### src/rtl/tr_pkg.sv
`default_nettype none

package tr_pkg;

    // clocks in one bit time, one per phase
    localparam int unsigned PHASES_PER_BIT = 4;

    // bit positions inside the one-hot phase vector
    localparam int unsigned PH_W6 = 0; // command sampling
    localparam int unsigned PH_X8 = 1; // register action
    localparam int unsigned PH_Y4 = 2;
    localparam int unsigned PH_Z2 = 3; // delayed copy

endpackage

`default_nettype wire

### src/rtl/phase_timer.sv
`timescale 1ns/1ns
`default_nettype none

module phase_timer (
    input  wire logic                                clk,
    input  wire logic                                rst_n,
    output logic [tr_pkg::PHASES_PER_BIT-1:0]        phase,
    output logic                                     bit_start
);

    localparam int unsigned CNT_W = $clog2(tr_pkg::PHASES_PER_BIT);

    logic [CNT_W-1:0] cnt;

    // the counter starts at w6 so a bit time opens right after reset
    always_ff @(posedge clk) begin
        if (!rst_n) begin
            cnt <= '0;
        end else if (cnt == CNT_W'(tr_pkg::PHASES_PER_BIT - 1)) begin
            cnt <= '0;
        end else begin
            cnt <= cnt + 1'b1;
        end
    end

    // count value equals the phase index
    always_comb begin
        phase = '0;
        phase[tr_pkg::PH_W6] = (cnt == CNT_W'(tr_pkg::PH_W6));
        phase[tr_pkg::PH_X8] = (cnt == CNT_W'(tr_pkg::PH_X8));
        phase[tr_pkg::PH_Y4] = (cnt == CNT_W'(tr_pkg::PH_Y4));
        phase[tr_pkg::PH_Z2] = (cnt == CNT_W'(tr_pkg::PH_Z2));
    end

    assign bit_start = phase[tr_pkg::PH_W6]; // one cycle per bit time

    // the phases must walk w6, x8, y4, z2 with exactly one active
    a_phase_onehot: assert property (
        @(posedge clk) disable iff (!rst_n)
        $onehot(phase)
    );

endmodule

`default_nettype wire

### src/rtl/buffer_regs.sv
`timescale 1ns/1ns
`default_nettype none

module buffer_regs #(
    parameter int unsigned TR_WIDTH = 9
) (
    input  wire logic                clk,
    input  wire logic                rst_n,
    input  wire logic                wr_en,
    input  wire logic                wr_sel,
    input  wire logic [TR_WIDTH-1:0] wr_data,
    input  wire logic                load_sel,
    output logic      [TR_WIDTH-1:0] load_word
);

    logic [TR_WIDTH-1:0] buf_a;
    logic [TR_WIDTH-1:0] buf_b;

    // wr_sel low picks buffer A, high picks buffer B
    always_ff @(posedge clk) begin
        if (!rst_n) begin
            buf_a <= '0;
            buf_b <= '0;
        end else if (wr_en) begin
            if (wr_sel) begin
                buf_b <= wr_data;
            end else begin
                buf_a <= wr_data;
            end
        end
    end

    // the register only ever sees one parallel source
    always_comb begin
        if (load_sel) begin
            load_word = buf_b;
        end else begin
            load_word = buf_a;
        end
    end

endmodule

`default_nettype wire

### src/rtl/transfer_ctrl.sv
`timescale 1ns/1ns
`default_nettype none

module transfer_ctrl (
    input  wire logic                                clk,
    input  wire logic                                rst_n,
    input  wire logic [tr_pkg::PHASES_PER_BIT-1:0]   phase,
    input  wire logic                                cmd_clear,
    input  wire logic                                cmd_exch,
    input  wire logic                                cmd_load,
    input  wire logic                                cmd_shift,
    output logic                                     do_clear,
    output logic                                     do_exch,
    output logic                                     do_load,
    output logic                                     do_shift
);

    logic nxt_clear;
    logic nxt_exch;
    logic nxt_load;
    logic nxt_shift;

    // priority resolution of the command levels
    // exch only modifies a clear, on its own it selects nothing
    always_comb begin
        nxt_clear = 1'b0;
        nxt_exch  = 1'b0;
        nxt_load  = 1'b0;
        nxt_shift = 1'b0;
        if (cmd_clear) begin
            if (cmd_exch) begin
                nxt_exch = 1'b1; // clear that spares the middle bits
            end else begin
                nxt_clear = 1'b1;
            end
        end else if (cmd_load) begin
            nxt_load = 1'b1;
        end else if (cmd_shift) begin
            nxt_shift = 1'b1;
        end
    end

    // sampled once per bit time and held until the next w6
    always_ff @(posedge clk) begin
        if (!rst_n) begin
            do_clear <= 1'b0;
            do_exch  <= 1'b0;
            do_load  <= 1'b0;
            do_shift <= 1'b0;
        end else if (phase[tr_pkg::PH_W6]) begin
            do_clear <= nxt_clear;
            do_exch  <= nxt_exch;
            do_load  <= nxt_load;
            do_shift <= nxt_shift;
        end
    end

    // the register acts on at most one strobe per bit time
    a_strobe_excl: assert property (
        @(posedge clk) disable iff (!rst_n)
        $onehot0({do_clear, do_exch, do_load, do_shift})
    );

endmodule

`default_nettype wire

### src/rtl/transfer_reg.sv
`timescale 1ns/1ns
`default_nettype none

module transfer_reg #(
    parameter int unsigned TR_WIDTH = 9,
    parameter int unsigned KEEP_LO  = 4,
    parameter int unsigned KEEP_HI  = 7
) (
    input  wire logic                                clk,
    input  wire logic                                rst_n,
    input  wire logic [tr_pkg::PHASES_PER_BIT-1:0]   phase,
    input  wire logic                                do_clear,
    input  wire logic                                do_exch,
    input  wire logic                                do_load,
    input  wire logic                                do_shift,
    input  wire logic                                din,
    input  wire logic [TR_WIDTH-1:0]                 load_word,
    output logic      [TR_WIDTH-1:0]                 tr,
    output logic      [TR_WIDTH-1:0]                 tr_d,
    output logic                                     dout,
    output logic                                     full
);

    logic [TR_WIDTH-1:0] keep_mask;
    logic [TR_WIDTH-1:0] tr_next;
    logic                dout_next;

    // bits that survive an exchange-clear
    for (genvar i = 0; i < TR_WIDTH; i++) begin : g_keep
        assign keep_mask[i] = (i >= KEEP_LO) && (i <= KEEP_HI);
    end

    // next word for the x8 edge
    always_comb begin
        tr_next   = tr;
        dout_next = dout;
        if (do_clear) begin
            tr_next = '0;
        end else if (do_exch) begin
            tr_next = tr & keep_mask;
        end else if (do_load) begin
            tr_next = load_word;
        end else if (do_shift) begin
            // shift toward the msb, the old msb leaves on dout
            tr_next   = {tr[TR_WIDTH-2:0], din};
            dout_next = tr[TR_WIDTH-1];
        end
    end

    always_ff @(posedge clk) begin
        if (!rst_n) begin
            tr   <= '0;
            dout <= 1'b0;
        end else if (phase[tr_pkg::PH_X8]) begin
            tr   <= tr_next;
            dout <= dout_next; // holds the last bit shifted out
        end
    end

    // delayed copy of the word, taken late in the bit time
    always_ff @(posedge clk) begin
        if (!rst_n) begin
            tr_d <= '0;
        end else if (phase[tr_pkg::PH_Z2]) begin
            tr_d <= tr;
        end
    end

    assign full = &tr;

    // tr may only move on the edge that closes an x8 cycle
    a_tr_x8_only: assert property (
        @(posedge clk) disable iff (!rst_n)
        ($past(rst_n) && (tr != $past(tr))) |-> $past(phase[tr_pkg::PH_X8])
    );

endmodule

`default_nettype wire

### src/rtl/transfer_unit.sv
`timescale 1ns/1ns
`default_nettype none

module transfer_unit #(
    parameter int unsigned TR_WIDTH = 9,
    parameter int unsigned KEEP_LO  = 4,
    parameter int unsigned KEEP_HI  = 7
) (
    input  wire logic                clk,
    input  wire logic                rst_n,
    input  wire logic                din,
    input  wire logic                cmd_clear,
    input  wire logic                cmd_exch,
    input  wire logic                cmd_load,
    input  wire logic                load_sel,
    input  wire logic                cmd_shift,
    input  wire logic                buf_wr_en,
    input  wire logic                buf_wr_sel,
    input  wire logic [TR_WIDTH-1:0] buf_wr_data,
    output logic      [TR_WIDTH-1:0] tr,
    output logic      [TR_WIDTH-1:0] tr_d,
    output logic                     dout,
    output logic                     full,
    output logic                     bit_start
);

    logic [tr_pkg::PHASES_PER_BIT-1:0] phase;
    logic [TR_WIDTH-1:0]               load_word;
    logic                              do_clear;
    logic                              do_exch;
    logic                              do_load;
    logic                              do_shift;

    phase_timer u_timer (
        .clk       (clk),
        .rst_n     (rst_n),
        .phase     (phase),
        .bit_start (bit_start)
    );

    buffer_regs #(
        .TR_WIDTH (TR_WIDTH)
    ) u_buffers (
        .clk       (clk),
        .rst_n     (rst_n),
        .wr_en     (buf_wr_en),
        .wr_sel    (buf_wr_sel),
        .wr_data   (buf_wr_data),
        .load_sel  (load_sel),
        .load_word (load_word)
    );

    // one action per bit time, chosen at w6
    transfer_ctrl u_ctrl (
        .clk       (clk),
        .rst_n     (rst_n),
        .phase     (phase),
        .cmd_clear (cmd_clear),
        .cmd_exch  (cmd_exch),
        .cmd_load  (cmd_load),
        .cmd_shift (cmd_shift),
        .do_clear  (do_clear),
        .do_exch   (do_exch),
        .do_load   (do_load),
        .do_shift  (do_shift)
    );

    transfer_reg #(
        .TR_WIDTH (TR_WIDTH),
        .KEEP_LO  (KEEP_LO),
        .KEEP_HI  (KEEP_HI)
    ) u_reg (
        .clk       (clk),
        .rst_n     (rst_n),
        .phase     (phase),
        .do_clear  (do_clear),
        .do_exch   (do_exch),
        .do_load   (do_load),
        .do_shift  (do_shift),
        .din       (din),
        .load_word (load_word),
        .tr        (tr),
        .tr_d      (tr_d),
        .dout      (dout),
        .full      (full)
    );

endmodule

`default_nettype wire

### config.mk
export PLATFORM = sky130hd
export DESIGN_NAME = transfer_unit
export DESIGN_NICKNAME = d
export VERILOG_FILES = /design/src/rtl/tr_pkg.sv /design/src/rtl/phase_timer.sv /design/src/rtl/buffer_regs.sv /design/src/rtl/transfer_ctrl.sv /design/src/rtl/transfer_reg.sv /design/src/rtl/transfer_unit.sv
export SDC_FILE = /design/constraint.sdc
export NUM_CORES = 1
export LEC_CHECK = 0
export CAP_MARGIN = 20
export CORE_MARGIN = 3
export CORE_UTILIZATION = 60
export DETAILED_ROUTE_END_ITERATION = 16
export DONT_BUFFER_PORTS = 1
export GPL_TIMING_DRIVEN = 0
export PLACE_DENSITY = 0.88
export SLEW_MARGIN = 20
export SYNTH_ARGS = -nofsm -noshare
export SYNTH_HDL_FRONTEND = slang
export SYNTH_SLANG_ARGS = --single-unit
### constraint.sdc
create_clock -name clk -period 3.1 [get_ports clk]
set_input_delay 0.155 -clock clk [delete_from_list [all_inputs] [get_ports clk]]
set_output_delay 0.155 -clock clk [all_outputs]
set_load 0.05 [all_outputs]
# Word-level counts from Yosys, hierarchy flattened
# Index checks and enable logic that the tools add are counted.
# word_totals
register_bits	43
in_bits	19
# op_classes
n_addsub	1
eq_ne	3
n_mux	14
bitwise	5
reduce_logical	10
# ops
operator	n
9-bit two-way mux	5
1-bit two-way mux	9
9-bit AND reduction	1
2-bit AND reduction	3
1-bit inverter	5
5-bit AND reduction	1
4-bit nonzero test	1
3-bit AND reduction	1
3-bit nonzero test	1
2-bit by 1-bit adder with 2-bit output, second input constant	1
2-bit by 1-bit equality test with 1-bit output, second input constant	1
2-bit equality test, second input constant	1
2-bit logical NOT	1
2-bit by 1-bit inequality test with 1-bit output, second input constant	1
2-bit OR reduction	1

# Logic depth before layout (Yosys ltp)
# Gate-level depths: netlist of run 1.
# depth
ltp_word	4
depth_mapped	6
depth_no_buf	5

# Hierarchy
# A second synthesis of run 1 with hierarchy kept.
# hier_totals
cells_unflattened	193
area_unflattened_um2	1988.2
# by_module_without_submodules
module	instances	cells_each	area_each_um2
transfer_reg	1	86	888.4
buffer_regs	1	80	805.8
transfer_ctrl	1	16	167.7
phase_timer	1	11	126.4

# Worst setup path after synthesis of run 1
# No wires, ideal clock.
# synth_timing
kind	register to output
from	register u_reg.tr[3]
to	output port full
arrival_time_ns	1.930
t_required_ns	2.945
setup_slack_ns	1.015
stages_incl_launch_ff	3
path_buffers	0
cell_sequence	dfxtp_1 -> nand4_1 -> nor3_1
# synth_via
elab_chain_len	1
# synth_rtl
element	line	text
from (decl)	transfer_reg.sv:18	output logic [TR_WIDTH-1:0] tr,
from (signal assigned)	transfer_reg.sv:55	tr <= tr_next;
9-bit AND reduction	transfer_reg.sv:69	assign full = &tr;
to (decl)	transfer_unit.sv:23	output logic full,
# No other way between the ends.

# Worst setup path after layout of run 1
# layout_timing
from	register u_reg.tr[2]
to	output port full
# Same word-level chain as after synthesis.

==> results of run 1 <==
worst paths after layout:
path                                            to  slack [ns]  cells after the start
worst max-delay path                          full        0.92                      2
worst min-delay path                u_ctrl.do_load        0.04                      2
worst max register to register     u_ctrl.do_shift        1.05                      5
worst min register to register  u_buffers.buf_b[3]        0.46                      2
sequential cells by signal, indices dropped and copies added, names as in the netlist:
register	cells
u_buffers.buf_a	9
u_buffers.buf_b	9
u_reg.tr	9
u_reg.tr_d	9
u_timer.cnt	2
u_ctrl.do_clear	1
u_ctrl.do_exch	1
u_ctrl.do_load	1
u_ctrl.do_shift	1
u_reg.dout	1
layout by cell type, fill, tap and decap left out, drive strengths merged, types with 2 or more instances in the layout:
master / count
a211o: 5
nand2b: 4
mux2i: 14
nand4: 2
inv: 4
nor2b: 5
nand2: 39
dfxtp: 43
a211oi: 4
dlygate4sd3: 15
a21oi: 32
o32ai: 4
nor3b: 2
nand3: 12
buf: 4
nor3: 2
ha: 3
clkbuf: 18
nor2: 14
through the flow:
| step | hold WS [ns] | setup slack, ns | total power [W] | utilization | cell area [µm²] |
|---|---|---|---|---|---|
| final | 0.0446 | 0.918 | 0.00105 | 0.753 | 2170 |
| after global placement | 0.278 | 0.913 | 0.000730 | 0.676 | 1940 |
| after floorplan | 0.277 | 1.02 | 0.000709 | - | 1890 |
| after CTS | 0.0435 | 0.918 | 0.00105 | 0.753 | 2170 |
| after detailed placement | 0.286 | 1.31 | 0.000735 | 0.677 | 1950 |
| after global routing | 0.0437 | 0.797 | 0.00109 | 0.753 | 2170 |
routing by layer:
metal	GRT usage	vias to the layer above
met3	0.0685	7
met2	0.379	62
met5	0	-
met1	0.278	712
met4	0.108	0
li1	-	783
worst reg2reg max path, stage by stage, from the launching register on:
cell and delay [ns]:
dfxtp_1 0.36, inv_1 0.07, ha_1 0.63, nand3_1 0.18
dlygate4sd3_1 0.62, a21oi_1 0.14
power by group:
part | switching [W] | total (W) | internal [W]
Sequential | 0.0000230 | 0.000595 | 0.000572
Clock | 0.000172 | 0.000306 | 0.000134
Combinational | 0.0000841 | 0.000147 | 0.0000632
Total | 0.000279 | 0.00105 | 0.000769
layout make-up:
type / instances / area [µm²]
repair buffers: 15 / 150
fillers: 220 / 709
inverters: 4 / 15.0
well taps: 42 / 52.6
multi-input cells: 152 / 906
flip-flops and latches: 43 / 861
clock buffers: 8 / 68.8
plain buffers: 14 / 114
timing repair:
item,in CTS,in global routing
hold endpoints to repair,26,0
endpoints found under the setup margin,0,0
hold buffers,15,0
kinds of logic (layout without fill, tap and decap cells):
logic type / count (synthesis) / after routing / synth area share
flip-flops: 43 / 43 / 0.455
AO/OA/AOI/OAI: 51 / 51 / 0.180
multiplexers: 14 / 14 / 0.0741
adder cells (fa/ha/maj): 3 / 3 / 0.0199
AND/OR/NAND/NOR: 84 / 84 / 0.203
buffers and inverters: 18 / 41 / 0.0682
==> summary.txt, run 1 <==
Synth
  – Async SR Flop Fraction: 0
  – Post-synth EDFFs: 0
  – Synth Warn #: 0
  – Cell taking the most area after synthesis: dfxtp_1
  – Post-synthesis instance total: 213
  – Largest cells by area after synthesis: dfxtp_1 (46%), nand2_1 (7.7%), mux2i_1 (7.4%)
  – Syn Area/Cell: 8.88 µm²
  – Most frequent cell after synthesis: dfxtp_1
  – Post-Syn Area: 1890 µm²
  – Seq cells post-synth: 43
  – Syn Nets: 235
  – Post-synth top cells: dfxtp_1 (43), nand2_1 (39), a21oi_1 (27)
  – Post-synthesis sequential area ratio: 0.455
  – Share of the synthesized area in the top cell type: 0.455
  – Most used DFF post-synth: dfxtp_1
  – Cell variety after synth: 33

Critical path
  – CP top delay family: simple AND/OR/NAND/NOR gates
  – CP arrival: 2.03 ns
  – Crit Path Class: flop to primary output
  – Worst path max stage delay: 0.76 ns
  – Buf+Inv Stages, Crit Path: 0
  – Crit end category: primary output
  – CP Launch Point: u_reg.tr[2]
  – Cell Chain, Critical Path: nand4_1, nor3_2
  – Worst path slowest cell: dfxtp_1
  – CP Data Required Time: 2.94 ns
  – Reg2Reg Launch Point: u_timer.cnt[0]
  – Critical-path maximum fanout: 5
  – Crit path launch type: flop

Finish
  – Layout area overhead: 14.6%
  – # nets final: 257
  – Final non-filler cell total: 278
  – Share of cells above drive strength 1: 0.102
  – Antenna fix cells: 0

Placement
  – I/O Buffers: 0
  – Post-DP HPWL: 2810 µm
  – Final RePlAce weighted congestion: 0.816
  – Placed insts: 255

Clock network
  – Clock root cell: clkbuf_4
  – Clk sinks: 43
  – Post CTS Setup Buffer Count: 0
  – Number of buffers created by CTS: 5
  – CTS tree: built
  – H-tree depth: 2
  – Post-cts gate resize count: 0
  – Clock Tree Buf Depth: 2
  – CTS clock-pin slew for the worst setup and hold paths: 0.12 ns
  – Clk Latency, worst-skew pair: 0.35 ns

STA
  – Layout Skew: 0.00810 ns
  – Fmax: 458 MHz
  – Tcrit/Tclk final: 0.704
  – Final hold violation count: 0
  – Fin Setup TNS: 0 ns
  – Period minus WS final: 2.18 ns
  – Final setup fails: 0
  – Worst slew pin tran: 0.848 ns
  – Fin. max-slew vios: 0
  – RSZ-0062 raised after global routing: false
  – Slew headroom: 0.431

Drt
  – Final wirelength: 4190 µm
  – Drt initial violations: 79
  – ANT nets after route: 0
  – Met3 WL: 327 µm
  – DRT Pass-1 Iters: 4
  – Remaining DRCs: 0
  – Top Layer Used: met4
  – WL met1: 1820 µm
  – Via density per instance: 5.63
  – Routed length per placed instance: 15.1 µm
  – Via count: 1564
  – Met2 wire length: 1980 µm

Floorplan
  – Core area: 2880 µm²
  – Die area: 3860 µm²
  – Rows: 19
  – DIE HEIGHT: 62.1 µm
  – Top-Level Pins: 40
  – Initial Util: 0.657
  – Die W: 62.1 µm

Worst hold path
  – Worst Hold Class: primary input to flop
  – HP Start: cmd_clear

Pwr
  – Pwr/cell area: 484 nW/µm²
  – Max VDD drop: 0.343 mV
  – Pleak: 0.753 nW

GRT
  – Gr usage total: 0.231
  – Initial antenna violation count: 0
  – First-pass GRT wire length: 7170 µm
  – Vias in the first global route: 1529
  – Total grt overflow: 0
  – Largest net degree at the start of global routing: 13

Outcome
  – Status: finished clean

Job
  – Max-cap violations: 0
(Power assumes the default switching activity.)
==> run 2, diff against run 1 <==
- clock period: 3.1 -> 2.1 ns (I/O delays scaled with it)
==> run 2 against run 1 <==
Compared with the run above: first-iteration DRC count fell by 7.6%; sequential share of layout area down 0.34 points; sequential power is 48% higher; die area stayed put; count of clock-buffer cells in the layout did not move.
==> summary.txt, run 2 (same netlist as run 1, synthesis figures left out) <==
Outcome
  – Status: finished clean

STA
  – RSZ-0062 raised after global routing: false
  – Slew headroom: 0.568 (+0.136)
  – Fmax: 500 MHz
  – Tcrit/Tclk final: 0.951
  – Layout Skew: 0.00437 ns (-0.00374 ns)
  – Period minus WS final: 2.00 ns
  – Final hold violation count: 0 (unchanged)
  – Final setup fails: 0 (unchanged)
  – Fin. max-slew vios: 0 (unchanged)
  – Fin Setup TNS: 0 ns (unchanged)
  – Worst slew pin tran: 0.648 ns (-0.201 ns)
  – WHS: 0.0606 ns (+0.0161 ns)

Finish
  – Final instance area: 2190 µm² (+0.87%)
  – Commonest cells after routing, fill and taps aside: dfxtp_1 (43), nand2_1 (39), a21oi_1 (27)
  – Multi-input gate area: 915 µm² (+0.97%)
  – Antenna fix cells: 0 (unchanged)
  – Fin util: 0.760 (+0.00653)
  – Share of cells above drive strength 1: 0.105 (+0.00379)
  – Register Area: 861 µm² (unchanged)
  – Commonest non-fill, non-tap cell in the layout: dfxtp_1
  – # nets final: 258 (+0.39%)
  – Layout area overhead: 15.6%
  – Layout fillers: 215 (-2.3%)

Drt
  – Remaining DRCs: 0 (unchanged)
  – Drt initial violations: 73 (-7.6%)
  – DRT Pass-1 Iters: 4 (unchanged)
  – ANT nets after route: 0 (unchanged)
  – Final wirelength: 4270 µm (+2.0%)
  – Via density per instance: 5.67 (+0.85%)
  – Via count: 1583 (+1.2%)
  – Routed length per placed instance: 15.3 µm (+1.6%)

Pwr
  – Total power: 0.00155 W (+48%)
  – Pwr/cell area: 709 nW/µm² (+47%)
  – Max VDD drop: 0.509 mV (+48%)
  – Pleak: 0.775 nW (+2.9%)

Clock network
  – H-tree depth: 2 (unchanged)
  – Clock Tree Buf Depth: 2 (unchanged)
  – Post CTS Setup Buffer Count: 0 (unchanged)
  – Number of buffers created by CTS: 5 (unchanged)
  – CTS tree: built
  – Clk sinks: 43 (unchanged)
  – Clk Latency, worst-skew pair: 0.35 ns (about the same)
  – CTS clock-pin slew for the worst setup and hold paths: 0.11 ns (about the same)
  – Clock root cell: clkbuf_4

GRT
  – Top Usage Layer GRT: met2
  – Grt met3 use: 0.0631 (-0.00541)
  – Largest net degree at the start of global routing: 13 (unchanged)
  – First-pass GRT wire length: 7260 µm (+1.2%)
  – Total grt overflow: 0 (unchanged)
  – Vias in the first global route: 1538 (+0.59%)
  – Grt met2 use: 0.383 (+0.00403)
  – Initial antenna violation count: 0 (unchanged)
  – Gr usage total: 0.235 (+0.00353)
  – Met1 layer usage reported by global route: 0.284 (+0.00598)

Critical path
  – Critical-path maximum fanout: 5 (unchanged)
  – Crit Path Class: flop to primary output
  – CP arrival: 1.89 ns (-0.14 ns)
  – Worst path max stage delay: 0.75 ns (about the same)
  – Cell Chain, Critical Path: nand4_1, nor3_4
  – Crit path launch type: flop
  – Worst path slowest cell: dfxtp_1
  – Crit end category: primary output
  – Buf+Inv Stages, Crit Path: 0 (unchanged)
  – CP top delay family: simple AND/OR/NAND/NOR gates
  – CP Data Required Time: 2.00 ns (-0.94 ns)

Job
  – Max-cap violations: 0 (unchanged)

Placement
  – Area after DPL: 1950 µm² (unchanged)
  – Post-DP HPWL: 2810 µm (unchanged)
  – I/O Buffers: 0 (unchanged)
  – Final RePlAce weighted congestion: 0.816 (unchanged)

Floorplan
  – Top-Level Pins: 40 (unchanged)
  – Rows: 19 (unchanged)
  – Die W: 62.1 µm (unchanged)
  – DIE HEIGHT: 62.1 µm (unchanged)
  – Initial Util: 0.657 (unchanged)
  – Die area: 3860 µm² (unchanged)
  – Core area: 2880 µm² (unchanged)

Worst hold path
  – Worst Hold Class: primary input to flop
==> run 2: cell types whose count changed in the layout (fill, tap and decap cells not counted), sizes merged <==
cell         before  now
dlygate4sd3      15   16
==> run 2: timing repair <==
| action | in CTS | in global routing |
|---|---|---|
| gates cloned | 0 | 0 |
| pin swaps | 0 | 0 |
| hold buffers | 16 | 0 |
| hold endpoints to repair | 26 | 0 |
| setup endpoints to repair | 1 | 2 |
| resized for setup | 1 | 1 |
==> run 2: final timing paths <==
kind,start,end,slack (ns),depth (start not counted)
worst min register to register,u_buffers.buf_b[3],u_buffers.buf_b[3],0.46,2
worst min-delay path,rst_n,u_buffers.buf_a[6],0.06,3
worst max-delay path,u_reg.tr[0],full,0.10,2
worst max register to register,u_timer.cnt[0],u_ctrl.do_load,0.24,5
==> run 2: metrics by stage <==
stage | cells | setup slack, ns
2_1_floorplan | 213 | 0.0654
3_3_place_gp | 255 | -0.0370
3_5_place_dp | 255 | 0.364
4_1_cts | 279 | 0.0182
5_1_grt | 279 | 0.0180
6_report | 279 | 0.102
==> run 2: final cells by class <==
| class | count | area share |
|---|---|---|
| Multi-Input combinational cell | 152 | 0.418 |
| Clock buffer | 8 | 0.0315 |
| Timing Repair Buffer | 16 | 0.0733 |
| Buffer | 14 | 0.0521 |
| Sequential cell | 43 | 0.394 |
| Inverter | 4 | 0.00687 |
| Tap cell | 42 | 0.0240 |
==> run 2: layer usage <==
metal | part of all wire | routed length (µm)
met5 | 0 | 0
met4 | 0.020 | 85
met3 | 0.085 | 362
met2 | 0.48 | 2050
met1 | 0.42 | 1780
==> run 2: power breakdown <==
part | internal, W | switching, W
Clock | 0.000197 | 0.000251
Sequential | 0.000844 | 0.0000339
Combinational | 0.0000964 | 0.000127
==> run 2: worst reg2reg max path, stage by stage (launching register included) <==
cell           delay, ns
dfxtp_1             0.36
inv_1               0.07
ha_2                0.44
o22ai_1             0.17
and2_1              0.17
dlygate4sd3_1       0.55
==> run 3, diff against run 2 <==
- REMOVE_ABC_BUFFERS: unset -> 1
==> run 3 against run 2 <==
Compared with the run above: combinational power fell by 16%; sequential power is 1% higher; design area is 5.6% lower; flip-flop and latch count stayed put; wire length decreased by 3.5%; critical path type unchanged; utilization is 4.2 points lower; clock skew grew 0.0060 ns.
==> summary.txt, run 3 (same netlist as run 1, synthesis figures left out) <==
Outcome
  – Status: finished clean

Finish
  – Fin util: 0.718 (-0.0422)
  – Final non-filler cell total: 265 (-5.0%)
  – Layout fillers: 232 (+7.9%)
  – Share of cells above drive strength 1: 0.0673 (-0.0382)
  – Layout area overhead: 9.20%
  – Commonest cells after routing, fill and taps aside: dfxtp_1 (43), nand2_1 (39), a21oi_1 (27)
  – # nets final: 246 (-4.7%)
  – Commonest non-fill, non-tap cell in the layout: dfxtp_1
  – Antenna fix cells: 0 (unchanged)

Job
  – Max-cap violations: 0 (unchanged)

Placement
  – Final RePlAce weighted congestion: 0.811 (-0.62%)
  – Setup slack at placement: 0.344 ns (-0.0201 ns)
  – I/O Buffers: 0 (unchanged)
  – Post-DP HPWL: 2540 µm (-9.3%)
  – Placed insts: 241 (-5.5%)

Clock network
  – CTS tree: built
  – Clk sinks: 43 (unchanged)
  – Number of buffers created by CTS: 5 (unchanged)
  – H-tree depth: 2 (unchanged)
  – Post CTS Setup Buffer Count: 0 (unchanged)
  – Clock Tree Buf Depth: 2 (unchanged)
  – Clk Latency, worst-skew pair: 0.36 ns (about the same)
  – CTS clock-pin slew for the worst setup and hold paths: 0.12 ns (about the same)
  – Clock root cell: clkbuf_4

STA
  – Tcrit/Tclk final: 0.945 (-0.00623)
  – Fin Setup TNS: 0 ns (unchanged)
  – Period minus WS final: 1.99 ns (-0.0131 ns)
  – Worst slew pin tran: 0.686 ns (+0.0383 ns)
  – Fmax: 504 MHz (+0.66%)
  – Slew headroom: 0.542 (-0.0256)
  – Final setup fails: 0 (unchanged)
  – Fin. max-slew vios: 0 (unchanged)
  – Post-route worst setup slack: 0.115 ns (+0.0131 ns)
  – Layout Skew: 0.0103 ns (+0.00596 ns)
  – RSZ-0062 raised after global routing: false
  – WHS: 0.0135 ns (-0.0472 ns)
  – Final hold violation count: 0 (unchanged)

Drt
  – Routed length per placed instance: 15.6 µm (+1.6%)
  – Via density per instance: 5.71 (+0.63%)
  – Via count: 1513 (-4.4%)
  – Top Layer Used: met4
  – Met2 wire length: 2000 µm (-2.4%)
  – ANT nets after route: 0 (unchanged)
  – DRT Pass-1 Iters: 4 (unchanged)
  – Drt initial violations: 94 (+29%)
  – WL met1: 1790 µm (+0.51%)
  – Met3 WL: 243 µm (-33%)
  – Remaining DRCs: 0 (unchanged)
  – Final wirelength: 4130 µm (-3.5%)

Floorplan
  – Core area: 2880 µm² (unchanged)
  – DIE HEIGHT: 62.1 µm (unchanged)
  – Rows: 19 (unchanged)
  – Die area: 3860 µm² (unchanged)
  – Initial Util: 0.657 (unchanged)
  – Die W: 62.1 µm (unchanged)
  – Top-Level Pins: 40 (unchanged)

Worst hold path
  – Worst Hold Class: primary input to flop

Pwr
  – Int Pwr: 0.00104 W (-8.2%)
  – Max VDD drop: 0.610 mV (+20%)
  – Combinational share of power: 0.131 (-0.013)
  – Reg power frac: 0.615 (+0.048)
  – Pleak: 0.703 nW (-9.3%)
  – Switching fraction of total power: 0.276 (+0.0103)
  – Pwr/cell area: 699 nW/µm² (-1.4%)
  – Clk pwr share: 0.255 (-0.034)
  – Psw: 0.000398 W (-3.3%)

Critical path
  – Worst path max stage delay: 0.72 ns (-0.03 ns)
  – Cell Chain, Critical Path: nand4_1, nor3_4
  – Crit Path Class: flop to primary output
  – Buf+Inv Stages, Crit Path: 0 (unchanged)
  – Reg-to-reg endpoint: u_ctrl.do_shift
  – Crit path launch type: flop
  – Critical-path maximum fanout: 5 (unchanged)
  – Cell count along the critical path: 2 (unchanged)
  – CP Data Required Time: 2.00 ns (about the same)
  – Reg2reg path depth: 5 (unchanged)
  – CP Launch Point: u_reg.tr[1]
  – Worst path slowest cell: dfxtp_1
  – CP endpoint: full
  – CP arrival: 1.88 ns (about the same)
  – Reg2reg setup slack: 0.31 ns (+0.07 ns)
  – CP top delay family: simple AND/OR/NAND/NOR gates
  – Reg2Reg Launch Point: u_timer.cnt[0]
  – Crit end category: primary output

GRT
  – Initial antenna violation count: 0 (unchanged)
  – Vias in the first global route: 1611 (+4.7%)
  – Gr usage total: 0.235 (about the same)
  – First-pass GRT wire length: 7360 µm (+1.4%)
  – Largest net degree at the start of global routing: 39 (+26)
  – Total grt overflow: 0 (unchanged)
## run 3: cell count changes in the layout (fill, tap and decap cells not counted), sizes merged
| cell | delta |
|---|---|
| buf | -4 |
| clkbuf | -12 |
| dlygate4sd3 | +2 |
## run 3: worst min path at each step
| stage | from | to | slack (ns) | cells after the start |
|---|---|---|---|---|
| floorplan | rst_n | u_ctrl.do_load | 0.23 | 1 |
| global placement | rst_n | u_ctrl.do_load | 0.23 | 1 |
| detailed placement | rst_n | u_ctrl.do_load | 0.23 | 1 |
| CTS | cmd_clear | u_ctrl.do_load | 0.004 | 2 |
| global route | cmd_clear | u_ctrl.do_load | 0.02 | 2 |
| finish | cmd_clear | u_ctrl.do_load | 0.01 | 2 |
## run 3: metrics by stage
step / total power (W) / instance area, µm²
2_1_floorplan: 0.00102 / 1780
3_3_place_gp: 0.00105 / 1830
3_5_place_dp: 0.00105 / 1830
4_1_cts: 0.00144 / 2060
5_1_grt: 0.00151 / 2060
6_report: 0.00144 / 2060
## run 3: layer usage
| layer | vias up | GRT usage |
|---|---|---|
| li1 | 757 | - |
| met1 | 698 | 0.282 |
| met2 | 48 | 0.391 |
| met3 | 10 | 0.0631 |
| met4 | 0 | 0.108 |
| met5 | - | 0 |
## run 3: repair_timing
action / 4_1_cts / 5_1_grt
setup endpoints to repair: 1 / 1
hold buffers: 18 / 0
resized for setup: 1 / 1
hold endpoints to repair: 26 / 0
## run 3: power groups by stage
stage                     sequential (W)  combinational (W)  clock [W]
after floorplan                 0.000896           0.000124          0
after global placement          0.000901           0.000145          0
after detailed placement        0.000904           0.000149          0
after CTS                       0.000885           0.000184   0.000369
after global routing            0.000891           0.000208   0.000408
final                           0.000887           0.000188   0.000368
## run 3: layout make-up
cell class | count | area [µm²] | area share
well taps | 42 | 52.6 | 0.0255
inverters | 4 | 15.0 | 0.00727
clock buffers | 6 | 41.3 | 0.0200
repair buffers | 18 | 180 | 0.0873
flip-flops and latches | 43 | 861 | 0.417
multi-input cells | 152 | 915 | 0.443
